==> src/verilog/tcpStreamPkg.sv <==
`default_nettype none

package tcpStreamPkg;

	////////////////////////////////////////////////////////////
	// vector types
	////////////////////////////////////////////////////////////

	typedef logic [7:0]  byteT;
	typedef logic [31:0] ipAddrT;
	typedef logic [15:0] tcpPortT;
	typedef logic [31:0] seqNumT;
	typedef logic [15:0] lengthT;
	typedef logic [47:0] macAddrT;

	////////////////////////////////////////////////////////////
	// protocol constants
	////////////////////////////////////////////////////////////

	localparam macAddrT LOCAL_MAC = 48'h02_1a_4b_00_7e_c3; // locally administered

	localparam logic [15:0] ETHERTYPE_IPV4 = 16'h0800;
	localparam logic [15:0] ETHERTYPE_VLAN = 16'h8100; // 802.1Q tag protocol id

	localparam byteT IP_PROTOCOL_TCP = 8'h06;

	// both headers are 5 words without options
	localparam logic [3:0] IPV4_MIN_HEADER_WORDS = 4'd5;
	localparam logic [3:0] TCP_MIN_HEADER_WORDS = 4'd5;

	// index of the last byte of a 20 byte fixed header
	localparam logic [4:0] HEADER_LAST_BYTE = 5'd19;

	////////////////////////////////////////////////////////////
	// structs
	////////////////////////////////////////////////////////////

	// the newPacket cycle marks a frame start and carries no byte
	typedef struct packed {
		logic newPacket;
		logic valid;
		byteT data;
	} streamByteT;

	// four-tuple as seen in the followed direction
	typedef struct packed {
		ipAddrT  srcIp;
		ipAddrT  dstIp;
		tcpPortT srcPort;
		tcpPortT dstPort;
	} sessionKeyT;

	typedef struct packed {
		seqNumT seq;
		logic   syn;
		logic   sessionMatch;  // ip and port tuple all hit
		lengthT payloadLength; // bytes after the tcp header
	} segmentInfoT;

	////////////////////////////////////////////////////////////
	// parser states
	////////////////////////////////////////////////////////////

	typedef enum logic [2:0] {
		ETH_IDLE,
		ETH_DST_MAC,
		ETH_SRC_MAC,
		ETH_TYPE_HI,
		ETH_TYPE_LO,
		ETH_VLAN_TAG
	} ethStateT;

	typedef enum logic [1:0] {
		IPV4_IDLE,
		IPV4_HEADER,
		IPV4_OPTIONS
	} ipv4StateT;

	typedef enum logic [1:0] {
		TCP_IDLE,
		TCP_HEADER,
		TCP_OPTIONS
	} tcpStateT;

endpackage

`default_nettype wire
==> src/verilog/tcpStreamTop.sv <==
`default_nettype none

module tcpStreamTop import tcpStreamPkg::*; (
	input  wire         CLOCK,
	input  wire         reset,
	input  wire streamByteT inStream,
	input  wire sessionKeyT session,
	output logic        outValid,
	output byteT        outData,
	output logic        outNewPacket,
	output logic        gapped
);

	logic        ipv4Start;
	logic        tcpStart;
	logic        ipMatch;
	lengthT      segmentLength;
	logic        segmentReady;
	segmentInfoT segmentInfo;

	////////////////////////////////////////////////////////////
	// layer parsers, all on the same byte stream
	////////////////////////////////////////////////////////////

	ethHeaderParser ethParser (
		.CLOCK     (CLOCK),
		.reset     (reset),
		.inStream  (inStream),
		.ipv4Start (ipv4Start)
	);

	ipv4HeaderParser ipv4Parser (
		.CLOCK         (CLOCK),
		.reset         (reset),
		.inStream      (inStream),
		.ipv4Start     (ipv4Start),
		.session       (session),
		.tcpStart      (tcpStart),
		.ipMatch       (ipMatch),
		.segmentLength (segmentLength)
	);

	tcpHeaderParser tcpParser (
		.CLOCK         (CLOCK),
		.reset         (reset),
		.inStream      (inStream),
		.tcpStart      (tcpStart),
		.ipMatch       (ipMatch),
		.session       (session),
		.segmentLength (segmentLength),
		.segmentReady  (segmentReady),
		.segmentInfo   (segmentInfo)
	);

	////////////////////////////////////////////////////////////
	// segment consumers
	////////////////////////////////////////////////////////////

	payloadExtractor extractor (
		.CLOCK        (CLOCK),
		.reset        (reset),
		.inStream     (inStream),
		.segmentReady (segmentReady),
		.segmentInfo  (segmentInfo),
		.outValid     (outValid),
		.outData      (outData),
		.outNewPacket (outNewPacket)
	);

	sequenceTracker tracker (
		.CLOCK        (CLOCK),
		.reset        (reset),
		.segmentReady (segmentReady),
		.segmentInfo  (segmentInfo),
		.gapped       (gapped)
	);

endmodule

`default_nettype wire

==> src/verilog/sequenceTracker.sv <==
`default_nettype none

module sequenceTracker import tcpStreamPkg::*; (
	input  wire         CLOCK,
	input  wire         reset,
	input  wire         segmentReady,
	input  wire segmentInfoT segmentInfo,
	output logic        gapped
);

	seqNumT expected; // next in-order sequence number
	logic   tracked;

	// only segments of the followed session count
	assign tracked = segmentReady && segmentInfo.sessionMatch;

	always_ff @(posedge CLOCK) begin
		if (reset) begin
			expected <= '0;
			gapped <= 1'b0;
		end else if (tracked) begin
			if (segmentInfo.syn) begin
				// syn consumes one sequence number
				expected <= segmentInfo.seq + 1'b1;
			end else begin
				gapped <= segmentInfo.seq != expected;
				expected <= segmentInfo.seq + seqNumT'(segmentInfo.payloadLength); // resync
			end
		end
	end

endmodule

`default_nettype wire

==> src/verilog/payloadExtractor.sv <==
`default_nettype none

module payloadExtractor import tcpStreamPkg::*; (
	input  wire         CLOCK,
	input  wire         reset,
	input  wire streamByteT inStream,
	input  wire         segmentReady,
	input  wire segmentInfoT segmentInfo,
	output logic        outValid,
	output byteT        outData,
	output logic        outNewPacket
);

	lengthT remaining;
	lengthT countNow;
	logic   active;
	logic   firstPending;
	logic   startNow;
	logic   takeByte;

	// first payload byte may share the cycle with segmentReady
	assign startNow = segmentReady && segmentInfo.sessionMatch && segmentInfo.payloadLength != '0;
	assign countNow = startNow ? segmentInfo.payloadLength : remaining;
	assign takeByte = (startNow || active) && inStream.valid && !inStream.newPacket;

	always_ff @(posedge CLOCK) begin
		if (reset) begin
			remaining <= '0;
			active <= 1'b0;
			firstPending <= 1'b0;
			outValid <= 1'b0;
			outNewPacket <= 1'b0;
		end else begin
			outValid <= takeByte;
			outNewPacket <= takeByte && (startNow || firstPending);
			if (inStream.newPacket) begin
				active <= 1'b0; // abort a cut short payload
				firstPending <= 1'b0;
			end else if (takeByte) begin
				remaining <= countNow - 1'b1;
				active <= countNow != 16'd1;
				firstPending <= 1'b0;
			end else if (startNow) begin
				remaining <= countNow;
				active <= 1'b1;
				firstPending <= 1'b1;
			end
		end
	end

	always_ff @(posedge CLOCK) begin
		if (takeByte) begin
			outData <= inStream.data;
		end
	end

	firstByteValid: assert property (@(posedge CLOCK) disable iff (reset)
		outNewPacket |-> outValid);

endmodule

`default_nettype wire

==> src/verilog/tcpHeaderParser.sv <==
`default_nettype none

module tcpHeaderParser import tcpStreamPkg::*; (
	input  wire         CLOCK,
	input  wire         reset,
	input  wire streamByteT inStream,
	input  wire         tcpStart,
	input  wire         ipMatch,
	input  wire sessionKeyT session,
	input  wire lengthT segmentLength,
	output logic        segmentReady,
	output segmentInfoT segmentInfo
);

	tcpStateT   state;
	tcpStateT   curState;
	logic [4:0] byteCount;
	logic [4:0] curCount;
	logic [5:0] optionBytes;
	logic [3:0] dataOffset;
	seqNumT     seqBuffer;
	logic       synFlag;
	logic       ipHit;
	logic       portMatch;
	logic       portByteOk;
	logic       lastByte;
	lengthT     headerBytes;

	always_comb begin
		curState = state;
		curCount = byteCount;
		if (tcpStart) begin // byte 0 can come with the pulse
			curState = TCP_HEADER;
			curCount = '0;
		end
	end

	// ports sit in the first four bytes
	always_comb begin
		portByteOk = 1'b1;
		if (curState == TCP_HEADER && curCount <= 5'd1) begin
			portByteOk = inStream.data == session.srcPort[8 * (1 - curCount) +: 8];
		end else if (curState == TCP_HEADER && curCount <= 5'd3) begin
			portByteOk = inStream.data == session.dstPort[8 * (3 - curCount) +: 8];
		end
	end

	assign headerBytes = lengthT'({dataOffset, 2'b00});
	assign lastByte = inStream.valid && !inStream.newPacket &&
		((curState == TCP_HEADER && curCount == HEADER_LAST_BYTE &&
			dataOffset == TCP_MIN_HEADER_WORDS) ||
		(curState == TCP_OPTIONS && optionBytes == 6'd1));

	always_ff @(posedge CLOCK) begin
		if (reset) begin
			state <= TCP_IDLE;
			byteCount <= '0;
			optionBytes <= '0;
			ipHit <= 1'b0;
			portMatch <= 1'b0;
			segmentReady <= 1'b0;
		end else begin
			segmentReady <= 1'b0;
			if (inStream.newPacket) begin
				state <= TCP_IDLE;
			end else begin
				state <= curState;
				byteCount <= curCount;
				if (tcpStart) begin
					ipHit <= ipMatch; // ipMatch is a pulse so hold it for the segment
				end
				if (inStream.valid) begin
					case (curState)
						TCP_HEADER: begin
							byteCount <= curCount + 1'b1;
							portMatch <= (curCount == 5'd0) ? portByteOk : portMatch & portByteOk;
							if (curCount == 5'd12 && inStream.data[7:4] < TCP_MIN_HEADER_WORDS) begin
								state <= TCP_IDLE; // bad data offset
							end
							if (curCount == HEADER_LAST_BYTE) begin
								state <= TCP_OPTIONS;
								optionBytes <= {dataOffset - TCP_MIN_HEADER_WORDS, 2'b00};
							end
						end
						TCP_OPTIONS: optionBytes <= optionBytes - 1'b1;
						default: ;
					endcase
					if (lastByte) begin
						state <= TCP_IDLE;
						segmentReady <= 1'b1;
					end
				end
			end
		end
	end

	////////////////////////////////////////////////////////////
	// header fields and segment summary
	////////////////////////////////////////////////////////////

	always_ff @(posedge CLOCK) begin
		if (inStream.valid && !inStream.newPacket && curState == TCP_HEADER) begin
			if (curCount >= 5'd4 && curCount <= 5'd7) begin
				seqBuffer <= {seqBuffer[23:0], inStream.data}; // network order
			end
			if (curCount == 5'd12) begin
				dataOffset <= inStream.data[7:4];
			end
			if (curCount == 5'd13) begin
				synFlag <= inStream.data[1];
			end
		end
		if (lastByte) begin
			segmentInfo.seq <= seqBuffer;
			segmentInfo.syn <= synFlag;
			segmentInfo.sessionMatch <= ipHit & portMatch;
			// a short ip length leaves no payload
			segmentInfo.payloadLength <= (segmentLength > headerBytes) ?
				segmentLength - headerBytes : '0;
		end
	end

endmodule

`default_nettype wire

==> src/verilog/ipv4HeaderParser.sv <==
`default_nettype none

module ipv4HeaderParser import tcpStreamPkg::*; (
	input  wire        CLOCK,
	input  wire        reset,
	input  wire streamByteT inStream,
	input  wire        ipv4Start,
	input  wire sessionKeyT session,
	output logic       tcpStart,
	output logic       ipMatch,
	output lengthT     segmentLength
);

	ipv4StateT  state;
	ipv4StateT  curState;
	logic [4:0] byteCount;
	logic [4:0] curCount;
	logic [5:0] optionBytes;
	logic [3:0] headerWords;
	lengthT     totalLength;
	byteT       protocol;
	logic       addrMatch;
	logic       addrByteOk;
	logic       lastByte;
	logic       isTcp;

	// first header byte may arrive together with the start pulse
	always_comb begin
		curState = state;
		curCount = byteCount;
		if (ipv4Start) begin
			curState = IPV4_HEADER;
			curCount = '0;
		end
	end

	// source address at bytes 12..15, destination at 16..19
	always_comb begin
		addrByteOk = 1'b1;
		if (curState == IPV4_HEADER && curCount >= 5'd12 && curCount <= 5'd15) begin
			addrByteOk = inStream.data == session.srcIp[8 * (15 - curCount) +: 8];
		end else if (curState == IPV4_HEADER && curCount >= 5'd16) begin
			addrByteOk = inStream.data == session.dstIp[8 * (19 - curCount) +: 8];
		end
	end

	assign isTcp = protocol == IP_PROTOCOL_TCP;
	assign lastByte = inStream.valid && !inStream.newPacket &&
		((curState == IPV4_HEADER && curCount == HEADER_LAST_BYTE &&
			headerWords == IPV4_MIN_HEADER_WORDS) ||
		(curState == IPV4_OPTIONS && optionBytes == 6'd1));

	always_ff @(posedge CLOCK) begin
		if (reset) begin
			state <= IPV4_IDLE;
			byteCount <= '0;
			optionBytes <= '0;
			addrMatch <= 1'b0;
			tcpStart <= 1'b0;
			ipMatch <= 1'b0;
		end else begin
			tcpStart <= 1'b0;
			ipMatch <= 1'b0;
			if (inStream.newPacket) begin
				state <= IPV4_IDLE;
			end else begin
				state <= curState;
				byteCount <= curCount;
				if (inStream.valid) begin
					case (curState)
						IPV4_HEADER: begin
							byteCount <= curCount + 1'b1;
							addrMatch <= (curCount == 5'd0) ? 1'b1 : addrMatch & addrByteOk;
							if (curCount == 5'd0 && inStream.data[3:0] < IPV4_MIN_HEADER_WORDS) begin
								state <= IPV4_IDLE; // bad ihl
							end
							if (curCount == HEADER_LAST_BYTE) begin
								state <= IPV4_OPTIONS;
								optionBytes <= {headerWords - IPV4_MIN_HEADER_WORDS, 2'b00};
							end
						end
						IPV4_OPTIONS: optionBytes <= optionBytes - 1'b1; // skipped
						default: ;
					endcase
					if (lastByte) begin
						state <= IPV4_IDLE;
						tcpStart <= isTcp;
						ipMatch <= isTcp && addrMatch && addrByteOk;
					end
				end
			end
		end
	end

	// header fields
	always_ff @(posedge CLOCK) begin
		if (inStream.valid && !inStream.newPacket && curState == IPV4_HEADER) begin
			case (curCount)
				5'd0: headerWords <= inStream.data[3:0];
				5'd2: totalLength[15:8] <= inStream.data;
				5'd3: totalLength[7:0] <= inStream.data;
				5'd9: protocol <= inStream.data;
				default: ;
			endcase
		end
		if (lastByte && isTcp) begin
			segmentLength <= totalLength - lengthT'({headerWords, 2'b00});
		end
	end

	// ihl was checked long before the header ends
	headerLengthValid: assert property (@(posedge CLOCK) disable iff (reset)
		tcpStart |-> headerWords >= IPV4_MIN_HEADER_WORDS);

endmodule

`default_nettype wire

==> src/verilog/ethHeaderParser.sv <==
`default_nettype none

module ethHeaderParser import tcpStreamPkg::*; (
	input  wire        CLOCK,
	input  wire        reset,
	input  wire streamByteT inStream,
	output logic       ipv4Start
);

	ethStateT   state;
	logic [2:0] byteCount;
	logic       macMatch;
	logic       macByteOk;
	logic       vlanSeen;
	byteT       typeHigh;
	logic [15:0] etherType;

	assign macByteOk = inStream.data == LOCAL_MAC[8 * (5 - byteCount) +: 8]; // msb first
	assign etherType = {typeHigh, inStream.data};

	always_ff @(posedge CLOCK) begin
		if (reset) begin
			state <= ETH_IDLE;
			byteCount <= '0;
			macMatch <= 1'b0;
			vlanSeen <= 1'b0;
			ipv4Start <= 1'b0;
		end else begin
			ipv4Start <= 1'b0;
			if (inStream.newPacket) begin
				state <= ETH_DST_MAC;
				byteCount <= '0;
				macMatch <= 1'b1;
				vlanSeen <= 1'b0;
			end else if (inStream.valid) begin
				case (state)
					ETH_DST_MAC: begin
						byteCount <= byteCount + 1'b1;
						macMatch <= macMatch & macByteOk;
						if (byteCount == 3'd5) begin
							byteCount <= '0;
							// drop frames addressed elsewhere
							state <= (macMatch & macByteOk) ? ETH_SRC_MAC : ETH_IDLE;
						end
					end
					ETH_SRC_MAC: begin
						byteCount <= byteCount + 1'b1;
						if (byteCount == 3'd5) begin
							byteCount <= '0;
							state <= ETH_TYPE_HI;
						end
					end
					ETH_TYPE_HI: state <= ETH_TYPE_LO;
					ETH_TYPE_LO: begin
						if (etherType == ETHERTYPE_VLAN && !vlanSeen) begin
							state <= ETH_VLAN_TAG; // one tag only
							vlanSeen <= 1'b1;
						end else begin
							state <= ETH_IDLE;
							ipv4Start <= etherType == ETHERTYPE_IPV4;
						end
					end
					ETH_VLAN_TAG: begin
						byteCount <= byteCount + 1'b1;
						if (byteCount == 3'd1) begin // tci is two bytes
							byteCount <= '0;
							state <= ETH_TYPE_HI;
						end
					end
					default: state <= ETH_IDLE;
				endcase
			end
		end
	end

	always_ff @(posedge CLOCK) begin
		if (inStream.valid && !inStream.newPacket && state == ETH_TYPE_HI) begin
			typeHigh <= inStream.data;
		end
	end

	// the ipv4 stage must see exactly one start per frame
	ipv4StartSingle: assert property (@(posedge CLOCK) disable iff (reset)
		ipv4Start |=> !ipv4Start);

endmodule

`default_nettype wire

==> config.mk <==
export PLATFORM = sky130hd
export DESIGN_NAME = tcpStreamTop
export DESIGN_NICKNAME = d
export VERILOG_FILES = /design/src/verilog/tcpStreamPkg.sv /design/src/verilog/tcpStreamTop.sv /design/src/verilog/sequenceTracker.sv /design/src/verilog/payloadExtractor.sv /design/src/verilog/tcpHeaderParser.sv /design/src/verilog/ipv4HeaderParser.sv /design/src/verilog/ethHeaderParser.sv
export SDC_FILE = /design/constraint.sdc
export NUM_CORES = 1
export LEC_CHECK = 0
export BUFFER_PORTS_ARGS = -buffer_cell sky130_fd_sc_hd__clkbuf_2
export CAP_MARGIN = 20
export CORE_UTILIZATION = 61
export DETAILED_ROUTE_END_ITERATION = 6
export GPL_TIMING_DRIVEN = 1
export PLACE_DENSITY = 0.85
export SLEW_MARGIN = 40
export SYNTH_ARGS = -nofsm -noshare
export SYNTH_HDL_FRONTEND = slang
export SYNTH_SLANG_ARGS = --single-unit
export TNS_END_PERCENT = 20
==> constraint.sdc <==
create_clock -name CLOCK -period 4.5 [get_ports CLOCK]
set_input_delay 0.225 -clock CLOCK [delete_from_list [all_inputs] [get_ports CLOCK]]
set_output_delay 0.225 -clock CLOCK [all_outputs]
set_load 0.02 [all_outputs]
---- Word level (Yosys, flattened, before mapping) ----
Index checks and enable logic that the tools add are counted.
cells by class
  add/subtract/negate cells ............... 17
  multipliers ............................. 0
  div/mod/pow operators ................... 0
  $lt $le $gt $ge ......................... 10
  equal/unequal tests ..................... 40
  shift operators ......................... 5
  multiplexer cells ....................... 49
  bitwise logic cells ..................... 9
  reductions and logical operators ........ 69
operators by type and width
  operator                                                                       number
  16-bit by 33-bit variable part select with 8-bit output                        2
  32-bit by 33-bit variable part select with 8-bit output                        2
  16-bit 2-to-1 mux                                                              3
  48-bit by 33-bit variable part select with 8-bit output, first input constant  1
  8-bit equality test                                                            5
  32-bit by 1-bit adder with 32-bit output, second input constant                1
  32-bit by 16-bit adder with 32-bit output                                      1
  32-bit 2-to-1 mux                                                              1
  32-bit != test                                                                 1
  16-bit by 6-bit subtractor with 16-bit output                                  2
  5-bit 2-to-1 mux                                                               6
  1-bit logical AND                                                              29
  2-bit 2-to-1 mux                                                               13
  6-bit one-hot mux with 2 select lines                                          2
  2-bit AND reduction                                                            12
  3-bit 2-to-1 mux                                                               6
  16-bit by 12-bit equality test with 1-bit output, second input constant        1
  16-bit equality test, second input constant                                    1
  16-bit by 6-bit > comparator with 1-bit output                                 1
  16-bit by 1-bit != test with 1-bit output, second input constant               1
  4-bit AND reduction                                                            4
  16-bit nonzero test                                                            1
  16-bit by 1-bit subtractor with 16-bit output, second input constant           1
  5-bit by 4-bit equality test with 1-bit output, second input constant          3
  other kinds (45)                                                               99
word-level totals
  register bits after elaboration ......... 241
  latch bits .............................. 0
  RAM bits ................................ 0
  memory bits (read-only) ................. 0
  bits of input ports ..................... 108
  output and inout port bits .............. 11
  word-level logic and storage cells ...... 238
  memories kept ........................... 0

---- Longest topological paths before layout ----
  word-level depth ........................ 9
  gate-level depth with buffers ........... 15
  mapped depth without buffers ............ 12

---- Modules after synthesis ----
A second synthesis with hierarchy kept.
unflattened totals
  cells, all modules ...................... 1,492
  area, all modules ....................... 14,516.4 um^2
modules (own cells, without submodules)
  module            instances  cells each  area an instance (um^2)  seq. area each (um^2)
  tcpHeaderParser   1          392         4,853.4                  2,932.8
  ipv4HeaderParser  1          376         3,819.9                  1,641.6
  sequenceTracker   1          371         2,825.2                  660.6
  payloadExtractor  1          232         1,924.3                  640.6
  ethHeaderParser   1          121         1,093.5                  420.4

---- Worst setup path before layout ----
Ideal clock, no wire load.
  path kind ............................... reg2reg
  start point ............................. reg, netlist name tcpParser.segmentInfo[6]
  end point ............................... reg extractor.remaining[6]
  library setup time ...................... 0.074 ns
  data arrival time ....................... 3.726 ns
  required time ........................... 4.426 ns
  slack ................................... 0.699 ns
  cell stages (with the launch flop) ...... 15
  path buffers ............................ 3
  clock period less this slack ............ 3.801 ns
  cell sequence ........................... edfxtp_1 -> or4_4 -> nor3_1 -> a21oi_1 -> buf_2 -> clkbuf_1 -> mux2i_1 -> ha_1 -> and3b_1 -> nand3_1 -> nor4_1 -> a311o_1 -> buf_6 -> or4_1 -> a31oi_1
on the way
  longest elaborated chain between the ends .. 7
  elaborated cells between the ends (all ways) .. 11
  classes of those cells .................. add/sub (1); mux (3); reduce/logical (7)
ends and longest elaborated chain
  item                                                                                   line                    source
  branches (longest 7 deep; another with 16-bit by 1-bit subtractor with 16-bit output)  --
  end signal, assigned                                                                   payloadExtractor.sv:40  remaining <= countNow - 1'b1;
  end signal, assigned                                                                   payloadExtractor.sv:44  remaining <= countNow;
  end, declared                                                                          payloadExtractor.sv:14  lengthT remaining;
Parallel ways; which one is timed is not known. The select of a mux whose other input is x is not followed.
A chain may end at the register's enable or synchronous reset.

---- Final worst setup path ----
  start point ............................. reg, netlist name tcpParser.segmentInfo[14]
  end point ............................... reg extractor.remaining[14]
on the way
  longest elaborated chain between the ends .. 7
  elaborated cells between the ends (all ways) .. 11
  classes of those cells .................. add/sub (1); mux (3); reduce/logical (7)
ends and longest elaborated chain
  item
  branches (longest 7 deep; another with 16-bit by 1-bit subtractor with 16-bit output)
Parallel ways; which one is timed is not known. The select of a mux whose other input is x is not followed.

==> results.txt <==
Layout area overhead: 11.76%
Ports: 119
Synth cell types: 76
Synthesized area: 0.01414 mm^2
Worst r2r src: tcpParser.segmentInfo[14]
Vias/cell: 6.361
Setup_tns: 0 ns
# Post-CTS Setup Buffers: 0
Post-synth ARST share: 0%
Total number of vias: 12000
HPWL Detailed: 24300 um
Area leader, netlist: edfxtp_1
DRC errors left: 0
Clock sink total: 241
Setup Viol. Count Final: 0
Number of flops mapped to enable cells by yosys: 147
Initial Util: 62.28%
Mapped Nets: 1657
# diodes: 0
Design area: 0.01581 mm^2
Hold Path Class: input port to flop
Relative slew slack: 44.71%
Worst reg2reg path depth: 12
Synth area leaders: edfxtp_1, dfxtp_1, ha_1
CP max FO: 11
CP Data Arrival Time: 4.61 ns
GRT Util Overall: 29.60%
Clk root buf: clkbuf_16
Worst-Margin Slew: 0.8294 ns
Core area: 0.02271 mm^2
Commonest non-fill, non-tap cell in the layout: edfxtp_1
Max-slew violation count: 0
Met1 usage: 41.00%
First-pass GRT wire length: 56420 um
Largest net degree at the start of global routing: 51
Vert. Die Dim: 154.3 um
H-tree Lvls: 1
DR WL/cell: 19.00 um
Yosys Warn Count: 0
Port bufs: 118
Max cap viols: 0
Synthesized area per cell: 9.461 um^2
Clock slew at reported path FFs: 0.07 ns
Max VDD drop: 0.2973 mV
R2r endpoint: extractor.remaining[14]
CTS tree: built
Starting DRT DRC Count: 1225
Crit path kind: flop to flop
Reg2Reg Setup Slack: 0.35 ns
CP startpoint kind: flop
Global routing usage on met3: 3.979%
Synthesis-stage register bit count: 241
Setup crit end kind: flop
DP Cell Count: 1839
Nets: 1744
Top Usage Layer GRT: met2
Register area share after synthesis: 44.52%
Final Non-Filler Cells: 1887
Mapped Cells: 1495
Gp weighted congestion: 0.9542
Setup crit start: tcpParser.segmentInfo[14]
Placement Cell Area: 0.01494 mm^2
RSZ-0062 raised after global routing: false
Share of cells above drive strength 1: 13.73%
Hold buffer count at CTS: 0
Worst Setup EP: extractor.remaining[14]
CTS resizes: 0
Met2 usage: 48.53%
Lkg Pwr: 5.584 nW
CP required: 4.96 ns
Most frequent cells in the layout: edfxtp_1, nor2_1, clkbuf_2, nand2_1, dfxtp_1
Clk_skew: 0.02517 ns
Initial antenna violation count: 0
Die Area: 0.02380 mm^2
Total CTS buffers: 26
Pwr dens: 298.1 mW/mm^2
Max Root-Sink Buffers: 3
Tmin final: 4.154 ns
Highest clock rate: 240.7 MHz
# rows: 55
Detail Route Antenna Nets: 0
Yosys top cell area share: 31.21%
Final hold violation count: 0
First-pass detailed-route iteration total: 5
Period utilization: 92.31%
Die width: 154.3 um
Worst skew pair latency: 0.54 ns
Status: complete, no violations
Overflow after GRT: 0
Ys flop type: edfxtp_1
Number of global-route vias before repair: 11060
Total Wirelength: 35850 um
==> sequential cells by signal (all words and copies together) (netlist names), 2 cells and up <==
name and cells:
extractor.remaining 16, ipv4Parser.byteCount 5, ipv4Parser.segmentLength 16, tcpParser.segmentInfo 50, tracker.expected 32, ethParser.byteCount 3, tcpParser.dataOffset 4, ipv4Parser.state 2
extractor.outData 8, ethParser.typeHigh 8, tcpParser.byteCount 5, ipv4Parser.optionBytes 6, ipv4Parser.headerWords 4, ipv4Parser.protocol 8, tcpParser.state 2, tcpParser.optionBytes 6
tcpParser.seqBuffer 32, ipv4Parser.totalLength 16, ethParser.state 3
==> cells by family after synthesis <==
logic type | after synthesis | share of synthesized area, %
adder cells (fa/ha/maj) | 54 | 4.936
AO/OA/AOI/OAI | 337 | 15.55
multiplexers | 63 | 4.582
flip-flops | 241 | 44.52
AND/OR/NAND/NOR | 562 | 20.57
buffers and inverters | 142 | 3.901
XOR/XNOR | 96 | 5.945
==> worst min-delay path by stage <==
| stage | cells past startpoint | endpoint | slack (ns) | start |
|---|---|---|---|---|
| final | 3 | tcpParser.state[1] | 0.08 | inStream[8] |
| after global routing | 3 | tcpParser.state[1] | 0.07 | inStream[8] |
| after CTS | 3 | tcpParser.state[1] | 0.05 | inStream[8] |
| after detailed placement | 0 | tcpParser.segmentInfo[42] | 0.40 | tcpParser.seqBuffer[24] |
| after global placement | 0 | ipv4Parser.segmentLength[1] | 0.40 | ipv4Parser.totalLength[1] |
| after floorplan | 0 | ethParser.typeHigh[0] | 0.32 | inStream[0] |
==> power breakdown <==
part	internal [W]	total [W]	leakage (nW)	switching [W]
logic	0.0000936	0.000228	3.09	0.000134
registers	0.00233	0.00233	2.08	0.00000549
clock network	0.00124	0.00215	0.411	0.000909
==> area by class of cell <==
class                   instances  area [um^2]
fillers                      1636         6903
well taps                     285        356.6
clock buffers                  30        665.6
flip-flops and latches        241         6296
repair buffers                136        728.2
multi-input cells            1112         7322
inverters                      65        244.0
clock inverters                18        193.9
==> through the flow <==
stage	hold WS, ns	worst slack [ns]	power [W]	utilization (%)
detailed placement	0.4045	0.4297	0.002602	65.81
floorplan	0.3239	0.6993	0.002508	-
global route	0.06608	0.07354	0.004838	69.60
global placement	0.4007	0.7133	0.002598	65.72
CTS	0.05492	0.4254	0.004726	69.59
finish	0.07959	0.3460	0.004712	69.60
==> routing by layer <==
layer | share of wire (%) | wire, um | vias up
met2 | 47 | 16920 | 550
met4 | 2.4 | 857 | 0
met5 | 0 | 0 | -
met1 | 42 | 14970 | 5692
met3 | 8.7 | 3107 | 81
li1 | - | - | 5680
==> critical path, cell delays in order, from the launching register on <==
cell and delay, ns:
edfxtp_1 0.43, or3_1 0.47, nor4_1 0.71, a21oi_2 0.22
mux2i_1 0.30, ha_1 0.30, and3b_1 0.23, nand3_1 0.11
nor4_1 0.22, a311o_1 0.45, o211ai_1 0.20, mux2_2 0.32
a31oi_1 0.12
==> synthesized netlist by cell type, types with 4 or more instances <==
library cell / n
a31oi_1: 16
a221oi_1: 5
o21ai_0: 83
a41oi_1: 4
clkbuf_1: 63
nor2b_1: 30
a2111oi_0: 4
and2_1: 7
xnor2_1: 62
a21boi_0: 4
nand2_1: 107
xor2_1: 34
a2bb2oi_1: 6
a22oi_1: 11
o211ai_1: 11
a311oi_1: 18
nand2b_1: 24
o221ai_1: 4
nand4_1: 30
or4_1: 15
nor3_1: 56
edfxtp_1: 147
buf_1: 6
and3b_1: 4
a21o_1: 11
a211oi_1: 13
nor3b_1: 13
or3_1: 32
or2_2: 14
dfxtp_1: 94
nand3_1: 31
inv_1: 63
nor4_1: 18
ha_1: 51
o21bai_1: 4
nor2_1: 143
a21oi_1: 82
o2111ai_1: 8
buf_2: 6
o22ai_1: 9
o31ai_1: 9
mux2_2: 14
mux2i_1: 49
o21a_1: 8
nand3b_1: 15
(Power assumes the default switching activity.)
